### config.mk
export PLATFORM = sky130hd
export DESIGN_NAME = reg_file
export DESIGN_NICKNAME = d
export VERILOG_FILES = /design/src/hdl/reg_file.sv
export VERILOG_INCLUDE_DIRS = /design/src /design/src/hdl
export SDC_FILE = /design/constraint.sdc
export NUM_CORES = 1
export LEC_CHECK = 0
export ABC_AREA = 1
export BUFFER_PORTS_ARGS = -buffer_cell sky130_fd_sc_hd__buf_2
export CORE_MARGIN = 10
export CORE_UTILIZATION = 35
export DETAILED_ROUTE_END_ITERATION = 6
export PLACE_DENSITY = 0.54
export SETUP_SLACK_MARGIN = 0.1
export SLEW_MARGIN = 0
export SYNTH_ARGS = -nofsm -noshare
export SYNTH_HDL_FRONTEND = slang
export SYNTH_SLANG_ARGS = --single-unit
### constraint.sdc
create_clock -name clk -period 2.73 [get_ports clk]
set_input_delay 0.273 -clock clk [delete_from_list [all_inputs] [get_ports clk]]
set_output_delay 0.273 -clock clk [all_outputs]
set_load 0.01 [all_outputs]
### src/hdl/arm_mem_defines.svh
`ifndef ARM_MEM_DEFINES_SVH
`define ARM_MEM_DEFINES_SVH

// architectural register count
`define ARM_MEM_NREGS 16

`define ARM_MEM_RAM_WORDS 1024 // data RAM depth in 32-bit words

// upper bound on RAM wait cycles per access
`define ARM_MEM_MAX_WAIT 3

`endif

### src/hdl/reg_file.sv
`default_nettype none

`include "arm_mem_defines.svh"

module reg_file (
	input wire clk,
	input wire reset,
	input wire [3:0] st_read,
	output logic [31:0] st_data,
	input wire write_reg,
	input wire [3:0] write_num,
	input wire [31:0] write_data
);

	logic [31:0] regs [`ARM_MEM_NREGS];

	assign st_data = regs[st_read]; // no bypass, write shows next cycle

	always_ff @(posedge clk) begin
		if (reset) begin
			for (int i = 0; i < `ARM_MEM_NREGS; i++)
				regs[i] <= '0;
		end else if (write_reg) begin
			regs[write_num] <= write_data;
		end
	end

endmodule

`default_nettype wire

==> flow_summary.html, run 1 <==
<table>
<tr><th>Metric</th><th>Value</th></tr>
<tr><th colspan="2">Floorplan</th></tr>
<tr><td>Initial standard-cell utilization of the core</td><td>0.353</td></tr>
<tr><td>Die X-Extent</td><td>286 um</td></tr>
<tr><td>Vert. Die Dim</td><td>286 um</td></tr>
<tr><td>Count of pins on the block boundary</td><td>75</td></tr>
<tr><td>Row count</td><td>97</td></tr>
<tr><td>Area of the core region</td><td>0.0699 mm2</td></tr>
<tr><td>Die outline area</td><td>0.0815 mm2</td></tr>
<tr><th colspan="2">Status</th></tr>
<tr><td>Status</td><td>complete, no violations</td></tr>
<tr><th colspan="2">Worst setup path</th></tr>
<tr><td>Type of the worst setup path</td><td>in2out</td></tr>
<tr><td>Slowest cell delay on critical path</td><td>0.34 ns</td></tr>
<tr><td>Crit. End Element</td><td>primary output</td></tr>
<tr><td>CP arrival</td><td>1.85 ns</td></tr>
<tr><td>Req. time, crit path</td><td>2.46 ns</td></tr>
<tr><td>CP max stage cell</td><td>sky130_fd_sc_hd__inv_8</td></tr>
<tr><td>Cell repeated most along the worst path</td><td>sky130_fd_sc_hd__nand2_1</td></tr>
<tr><td>Count of buffer and inverter cells on the critical path</td><td>4</td></tr>
<tr><td>CP top delay family</td><td>buffers and inverters</td></tr>
<tr><td>Cells along the critical path</td><td>clkbuf_8, inv_8, buf_4, nand2_1, nand2_1, nand2_1, nand3_1, nand3_1, nand2_1, buf_2</td></tr>
<tr><td>Critical Path Fanout Max</td><td>67</td></tr>
<tr><td>Critical path startpoint category</td><td>input pin</td></tr>
<tr><th colspan="2">GRT</th></tr>
<tr><td>Wire length of the first global-routing pass</td><td>109000 um</td></tr>
<tr><td>Antenna violations before repair</td><td>0</td></tr>
<tr><td>Maximum number of pins on one net before global-route repair</td><td>139</td></tr>
<tr><td>Global Route Usage Sum</td><td>0.174</td></tr>
<tr><td>Vias in the first global route</td><td>17500</td></tr>
<tr><td>GRT Residual Overflow</td><td>0</td></tr>
<tr><th colspan="2">Power and ir drop</th></tr>
<tr><td>Pleak</td><td>12.3 nW</td></tr>
<tr><td>Pwr Density</td><td>641 mW/mm2</td></tr>
<tr><td>Net Sw Frac</td><td>0.245</td></tr>
<tr><td>Internal power consumption</td><td>13.3 mW</td></tr>
<tr><td>Net switching power figure</td><td>4.33 mW</td></tr>
<tr><td>Largest vdd supply drop</td><td>0.000465 V</td></tr>
<tr><td>Part of the total power dissipated in the clock network</td><td>0.381</td></tr>
<tr><td>Sequential power share</td><td>0.522</td></tr>
<tr><td>Combinational fraction of design power</td><td>0.097</td></tr>
<tr><th colspan="2">Timing</th></tr>
<tr><td>Number of hold-slack violations in the final timing report</td><td>0</td></tr>
<tr><td>Maximum clock rate</td><td>471 MHz</td></tr>
<tr><td>Pins Over Slew Limit</td><td>0</td></tr>
<tr><td>Transition time at the pin with the least slew margin</td><td>0.745 ns</td></tr>
<tr><td>Unrepaired setup endpoints after global routing</td><td>no</td></tr>
<tr><td>Final min period</td><td>2.12 ns</td></tr>
<tr><td>Number of endpoints failing setup at the final stage</td><td>0</td></tr>
<tr><td>Total negative slack</td><td>0 ns</td></tr>
<tr><td>Remaining max-slew budget at the tightest pin</td><td>0.503</td></tr>
<tr><td>Final Cycle Share</td><td>0.777</td></tr>
<tr><th colspan="2">Drt</th></tr>
<tr><td>Via-per-instance ratio</td><td>4.86</td></tr>
<tr><td>Final routed wirelength across all metal layers</td><td>72800 um</td></tr>
<tr><td>Vias</td><td>18100</td></tr>
<tr><td>Wirelength per Cell</td><td>19.6 um</td></tr>
<tr><td>Number of DRC violations after detailed routing</td><td>0</td></tr>
<tr><td>Detailed router's first-iteration violation count</td><td>1657</td></tr>
<tr><td>Number of nets with antenna violations after routing</td><td>0</td></tr>
<tr><td>Drt first pass iters</td><td>5</td></tr>
<tr><th colspan="2">Final layout</th></tr>
<tr><td>Largest registers ranked by flip-flop count</td><td>regs x512</td></tr>
<tr><td>Area used by sequential logic in the layout</td><td>0.0154 mm2</td></tr>
<tr><td>Multi-input logic area</td><td>0.00663 mm2</td></tr>
<tr><td>Layout overhead on the synthesized area</td><td>11.6%</td></tr>
<tr><td>Util after Layout</td><td>0.394</td></tr>
<tr><td>Share of final-layout standard cells stronger than drive strength 1</td><td>0.0864</td></tr>
<tr><td>Count of antenna diodes in the layout</td><td>0</td></tr>
<tr><td>Final #Nets</td><td>2785</td></tr>
<tr><td>Number of fill cells</td><td>6955</td></tr>
<tr><td>Largest register by flop count</td><td>regs</td></tr>
<tr><td>Number of flip-flops in the largest register</td><td>512</td></tr>
<tr><th colspan="2">Logic synthesis</th></tr>
<tr><td>Total of flip-flops plus latches after synthesis</td><td>512</td></tr>
<tr><td>Largest family of logic cells by synthesized area</td><td>simple AND/OR/NAND/NOR gates</td></tr>
<tr><td>Synth area leaders</td><td>sky130_fd_sc_hd__edfxtp_1 62%, sky130_fd_sc_hd__nand2_1 11%, sky130_fd_sc_hd__nor2_1 7.8%</td></tr>
<tr><td>Yosys top cell area share</td><td>0.623</td></tr>
<tr><td>Synthesized cell area</td><td>0.0247 mm2</td></tr>
<tr><td>Post-Synth Adder-Cell Area</td><td>0</td></tr>
<tr><td>Cell variety after synth</td><td>12</td></tr>
<tr><td>Parity-gate share of the synthesized area counting xor and xnor cells</td><td>0</td></tr>
<tr><td>Fraction of synthesized area in multiplexers</td><td>0</td></tr>
<tr><td>Compound-gate portion of the synthesized area</td><td>0</td></tr>
<tr><td>Post-synthesis async set-or-reset flop share</td><td>0</td></tr>
<tr><td>Mean instance size in the synthesized netlist</td><td>9.03 um2</td></tr>
<tr><td>Top-count cell post-synth</td><td>sky130_fd_sc_hd__nand2_1</td></tr>
<tr><td>Synth Warn #</td><td>0</td></tr>
<tr><td>Portion of the post-synthesis area used by sequential elements</td><td>0.623</td></tr>
<tr><td>Top cell type by total area after synthesis</td><td>sky130_fd_sc_hd__edfxtp_1</td></tr>
<tr><td>Post-synthesis simple-gate area fraction</td><td>0.265</td></tr>
<tr><td>Number of enable-type register cells in the synthesized netlist</td><td>512</td></tr>
<tr><td>Post-Syn Instances</td><td>2733</td></tr>
<tr><td>Synth Flop Type</td><td>sky130_fd_sc_hd__edfxtp_1</td></tr>
<tr><td>Net count after synthesis</td><td>2776</td></tr>
<tr><td>Most used standard cells in the synthesized netlist</td><td>706 x sky130_fd_sc_hd__nand2_1, 515 x sky130_fd_sc_hd__nor2_1, 512 x sky130_fd_sc_hd__edfxtp_1</td></tr>
<tr><th colspan="2">Run</th></tr>
<tr><td>Max Cap Viol</td><td>0</td></tr>
<tr><th colspan="2">Placement</th></tr>
<tr><td>Final HPWL DP</td><td>39600 um</td></tr>
<tr><td>Total of buffers placed on input and output ports</td><td>74</td></tr>
<tr><td>Gp weighted congestion</td><td>0.798</td></tr>
<tr><th colspan="2">CTS</th></tr>
<tr><td>Clock-pin slew on the worst setup and hold paths</td><td>0.06 ns</td></tr>
<tr><td>Number of buffers added to fix hold violations after cts</td><td>0</td></tr>
<tr><td>Gates resized, CTS repair</td><td>0</td></tr>
<tr><td>Clock tree from TritonCTS</td><td>built</td></tr>
<tr><td>Clock sink count</td><td>512</td></tr>
<tr><td>CTS root buffer</td><td>sky130_fd_sc_hd__clkbuf_16</td></tr>
<tr><td>Post-CTS Setup Repair Bufs</td><td>0</td></tr>
<tr><td>CTS max path bufs</td><td>3</td></tr>
<tr><td>H-tree depth</td><td>2</td></tr>
<tr><td>CTS Buf Count</td><td>54</td></tr>
<tr><th colspan="2">Hold path</th></tr>
<tr><td>Class of the worst hold path</td><td>in2reg</td></tr>
</table>
[through the flow]
step                hold WS, ns  power (mW)  area, um2  std cells  setup slack, ns
floorplan                 0.549        10.4      24700       2733            0.592
CTS                       0.202        17.8      27500       3718            0.629
detailed placement        0.836        11.1      26000       3626            0.573
finish                    0.226        17.6      27500       3718            0.609
global placement          0.827        11.1      26000       3626            0.636
global route              0.252        18.3      27500       3718            0.506
[cell families after synthesis]
group | Yosys count
buffers and inverters | 612
AND/OR/NAND/NOR | 1609
flip-flops | 512
[power by group through the flow]
stage	clock network, mW	registers, mW	logic [mW]
3_3_place_gp	0	9.35	1.70
3_5_place_dp	0	9.37	1.72
5_1_grt	7.13	9.24	1.89
2_1_floorplan	0	9.34	1.05
4_1_cts	6.85	9.20	1.72
6_report	6.73	9.20	1.71
[worst paths after layout]
check	start	endpoint	depth (start not counted)
hold / removal	write_data[4]	regs[8][4]	3
setup / recovery	st_read[0]	st_data[25]	10
[cells in the final DEF (no fill, tap or decap), types with 17 or more instances in the layout]
cell                        instances
sky130_fd_sc_hd__edfxtp_1         512
sky130_fd_sc_hd__clkinv_1          17
sky130_fd_sc_hd__clkbuf_16         55
sky130_fd_sc_hd__buf_12            26
sky130_fd_sc_hd__nand2_1          674
sky130_fd_sc_hd__nand3_1          384
sky130_fd_sc_hd__buf_2             71
sky130_fd_sc_hd__buf_4             41
sky130_fd_sc_hd__nor2_1           515
sky130_fd_sc_hd__inv_1            421
sky130_fd_sc_hd__nand2_2           32
[area by class of cell]
cell class                      instances  share of cell area
Clock buffer                           70              0.0520
Timing Repair Buffer                  139              0.0435
Multi-Input combinational cell       1609               0.241
Sequential cell                       512               0.558
Tap cell                              940              0.0427
Clock inverter                         22             0.00441
Inverter                              426              0.0584
[per-layer routing]
metal / routed length [um] / GRT usage
met1: 30600 / 0.226
met2: 34400 / 0.290
met3: 5630 / 0.0355
met4: 2220 / 0.0551
met5: 0 / 0
Power figures use the tool's default switching activity.
==> inputs of run 2 (changes only) <==
==> constraint.sdc (replaced) <==
create_clock -name clk -period 2.1 [get_ports clk]
set_input_delay 0.21 -clock clk [delete_from_list [all_inputs] [get_ports clk]]
set_output_delay 0.21 -clock clk [all_outputs]
set_load 0.01 [all_outputs]
==> run 2 against run 1 <==
Worst hold slack got worse by 0.11 ns. Power increased by 35%. Utilization increased by 0.76 points. Largest power group unchanged. Via count increased by 1.8%. Sequential cell count unchanged. Clock power increased by 41%. Highest routed layer unchanged.
==> flow_summary.html, run 2 (synthesis gave the netlist of run 1 again) <==
<table>
<tr><th>Metric</th><th>Value</th></tr>
<tr><th colspan="2">Worst setup path</th></tr>
<tr><td>Critical Path Fanout Max</td><td>1 (-99%)</td></tr>
<tr><td>Req. time, crit path</td><td>1.89 ns (-0.57 ns)</td></tr>
<tr><td>Cells along the critical path</td><td>inv_1, nand2_1, nand3_1, nand3_1, nand3_2, nand2_1, buf_2</td></tr>
<tr><td>Critical path startpoint category</td><td>flop</td></tr>
<tr><td>Slowest cell delay on critical path</td><td>0.37 ns (+0.03 ns)</td></tr>
<tr><td>CP arrival</td><td>1.71 ns (-0.14 ns)</td></tr>
<tr><td>CP max stage cell</td><td>sky130_fd_sc_hd__edfxtp_1</td></tr>
<tr><td>CP top delay family</td><td>simple AND/OR/NAND/NOR gates</td></tr>
<tr><td>Crit. End Element</td><td>primary output</td></tr>
<tr><td>Count of buffer and inverter cells on the critical path</td><td>2 (-2)</td></tr>
<tr><td>Type of the worst setup path</td><td>reg2out</td></tr>
<tr><th colspan="2">Final layout</th></tr>
<tr><td>Largest registers ranked by flip-flop count</td><td>regs x512</td></tr>
<tr><td>Final #Nets</td><td>2811 (+0.93%)</td></tr>
<tr><td>Finished Cell Area</td><td>0.0281 mm2 (+1.9%)</td></tr>
<tr><td>Layout overhead on the synthesized area</td><td>13.7%</td></tr>
<tr><td>Highest-count cells in the layout ignoring fill and taps</td><td>672 x sky130_fd_sc_hd__nand2_1, 515 x sky130_fd_sc_hd__nor2_1, 512 x sky130_fd_sc_hd__edfxtp_1</td></tr>
<tr><td>Multi-input logic area</td><td>0.00666 mm2 (+0.53%)</td></tr>
<tr><td>Number of fill cells</td><td>7001 (+0.66%)</td></tr>
<tr><td>Number of flip-flops in the largest register</td><td>512 (unchanged)</td></tr>
<tr><td>Largest register by flop count</td><td>regs</td></tr>
<tr><td>Share of final-layout standard cells stronger than drive strength 1</td><td>0.100 (+0.0138)</td></tr>
<tr><td>Leading cell type in the layout, fill and taps excluded</td><td>sky130_fd_sc_hd__nand2_1</td></tr>
<tr><td>Count of antenna diodes in the layout</td><td>0 (unchanged)</td></tr>
<tr><td>Area used by sequential logic in the layout</td><td>0.0154 mm2 (unchanged)</td></tr>
<tr><th colspan="2">Timing</th></tr>
<tr><td>Unrepaired setup endpoints after global routing</td><td>yes</td></tr>
<tr><td>Final min period</td><td>1.92 ns</td></tr>
<tr><td>Pins Over Slew Limit</td><td>0 (unchanged)</td></tr>
<tr><td>Number of hold-slack violations in the final timing report</td><td>0 (unchanged)</td></tr>
<tr><td>Final Cycle Share</td><td>0.915</td></tr>
<tr><td>Remaining max-slew budget at the tightest pin</td><td>0.546 (+0.0432)</td></tr>
<tr><td>Maximum clock rate</td><td>521 MHz</td></tr>
<tr><td>Number of endpoints failing setup at the final stage</td><td>0 (unchanged)</td></tr>
<tr><td>Transition time at the pin with the least slew margin</td><td>0.680 ns (-0.0655 ns)</td></tr>
<tr><td>Total negative slack</td><td>0 ns (unchanged)</td></tr>
<tr><th colspan="2">Floorplan</th></tr>
<tr><td>Die outline area</td><td>0.0815 mm2 (unchanged)</td></tr>
<tr><td>Row count</td><td>97 (unchanged)</td></tr>
<tr><td>Die X-Extent</td><td>286 um (unchanged)</td></tr>
<tr><td>Count of pins on the block boundary</td><td>75 (unchanged)</td></tr>
<tr><td>Initial standard-cell utilization of the core</td><td>0.353 (unchanged)</td></tr>
<tr><td>Vert. Die Dim</td><td>286 um (unchanged)</td></tr>
<tr><td>Area of the core region</td><td>0.0699 mm2 (unchanged)</td></tr>
<tr><th colspan="2">Status</th></tr>
<tr><td>Status</td><td>complete, no violations</td></tr>
<tr><th colspan="2">Placement</th></tr>
<tr><td>Gp weighted congestion</td><td>0.794 (-0.46%)</td></tr>
<tr><td>Final HPWL DP</td><td>43000 um (+8.5%)</td></tr>
<tr><td>Total of buffers placed on input and output ports</td><td>74 (unchanged)</td></tr>
<tr><td>Placed standard-cell area</td><td>0.0263 mm2 (+1.2%)</td></tr>
<tr><th colspan="2">Drt</th></tr>
<tr><td>Number of nets with antenna violations after routing</td><td>0 (unchanged)</td></tr>
<tr><td>Via-per-instance ratio</td><td>4.90 (+0.84%)</td></tr>
<tr><td>Final routed wirelength across all metal layers</td><td>75300 um (+3.4%)</td></tr>
<tr><td>Drt first pass iters</td><td>5 (unchanged)</td></tr>
<tr><td>Wirelength per Cell</td><td>20.1 um (+2.4%)</td></tr>
<tr><td>Number of DRC violations after detailed routing</td><td>0 (unchanged)</td></tr>
<tr><td>Detailed router's first-iteration violation count</td><td>1929 (+16%)</td></tr>
<tr><td>Vias</td><td>18400 (+1.8%)</td></tr>
<tr><th colspan="2">CTS</th></tr>
<tr><td>Clock sink count</td><td>512 (unchanged)</td></tr>
<tr><td>H-tree depth</td><td>2 (unchanged)</td></tr>
<tr><td>CTS max path bufs</td><td>3 (unchanged)</td></tr>
<tr><td>CTS root buffer</td><td>sky130_fd_sc_hd__clkbuf_16</td></tr>
<tr><td>CTS Buf Count</td><td>56 (+3.7%)</td></tr>
<tr><td>Clock tree from TritonCTS</td><td>built</td></tr>
<tr><td>Post-CTS Setup Repair Bufs</td><td>0 (unchanged)</td></tr>
<tr><td>Clock-pin slew on the worst setup and hold paths</td><td>0.06 ns (about the same)</td></tr>
<tr><th colspan="2">GRT</th></tr>
<tr><td>Wire length of the first global-routing pass</td><td>113000 um (+3.6%)</td></tr>
<tr><td>Maximum number of pins on one net before global-route repair</td><td>102 (-27%)</td></tr>
<tr><td>GRT Residual Overflow</td><td>0 (unchanged)</td></tr>
<tr><td>Global Route Usage Sum</td><td>0.182 (+0.00712)</td></tr>
<tr><td>Vias in the first global route</td><td>18000 (+2.6%)</td></tr>
<tr><td>Antenna violations before repair</td><td>0 (unchanged)</td></tr>
<tr><th colspan="2">Hold path</th></tr>
<tr><td>Class of the worst hold path</td><td>in2reg</td></tr>
<tr><th colspan="2">Run</th></tr>
<tr><td>Max Cap Viol</td><td>0 (unchanged)</td></tr>
<tr><th colspan="2">Power and ir drop</th></tr>
<tr><td>Pwr Density</td><td>847 mW/mm2 (+32%)</td></tr>
<tr><td>Largest vdd supply drop</td><td>0.000695 V (+49%)</td></tr>
<tr><td>Pleak</td><td>12.6 nW (+2.1%)</td></tr>
</table>
run 2: cell types whose count changed in the layout (fill, tap and decap cells not counted), sizes merged:
cell	change
buf	+24
bufinv	+2
clkbuf	+1
clkinv	+9
run 2: metrics by stage:
step / instances / util / worst slack (ns) / hold slack (ns) / total power, mW
2_1_floorplan: 2733 / - / 0.0253 / 0.486 / 13.5
3_3_place_gp: 3650 / 0.376 / 0.254 / 0.762 / 14.4
3_5_place_dp: 3650 / 0.376 / 0.201 / 0.769 / 14.5
4_1_cts: 3754 / 0.401 / 0.154 / 0.0920 / 24.0
5_1_grt: 3754 / 0.402 / 0.0905 / 0.152 / 24.7
6_report: 3754 / 0.402 / 0.179 / 0.115 / 23.8
run 2: where the power goes:
group	switching, mW	leakage, nW	total, mW	internal [mW]
combinational	1.62	6.84	2.30	0.671
sequential	0.158	4.88	12.0	11.8
clock	4.22	0.840	9.51	5.30
run 2: final cells by class:
type | count | area share
Sequential cell | 512 | 0.548
Multi-Input combinational cell | 1609 | 0.237
Inverter | 426 | 0.0573
Timing Repair Buffer | 163 | 0.0535
Clock buffer | 71 | 0.0519
Tap cell | 940 | 0.0419
Clock inverter | 33 | 0.0103
run 2: final timing paths:
path / startpoint / endpoint / slack [ns] / cells after the start
max: regs[1][14] / st_data[14] / 0.18 / 7
min: write_data[5] / regs[15][5] / 0.11 / 3
run 2: metal layers:
layer / GRT usage / vias to the layer above / share of wire
met3: 0.0282 / 113 / 0.072
met4: 0.0567 / 0 / 0.027
li1: - / 8637 / -
met2: 0.298 / 659 / 0.47
met5: 0 / - / 0
met1: 0.244 / 9001 / 0.43
run 2: repair_timing:
action / in CTS / in global routing
setup endpoints to repair: 0 / 6
hold buffers: 0 / 0
resized for setup: 0 / 8
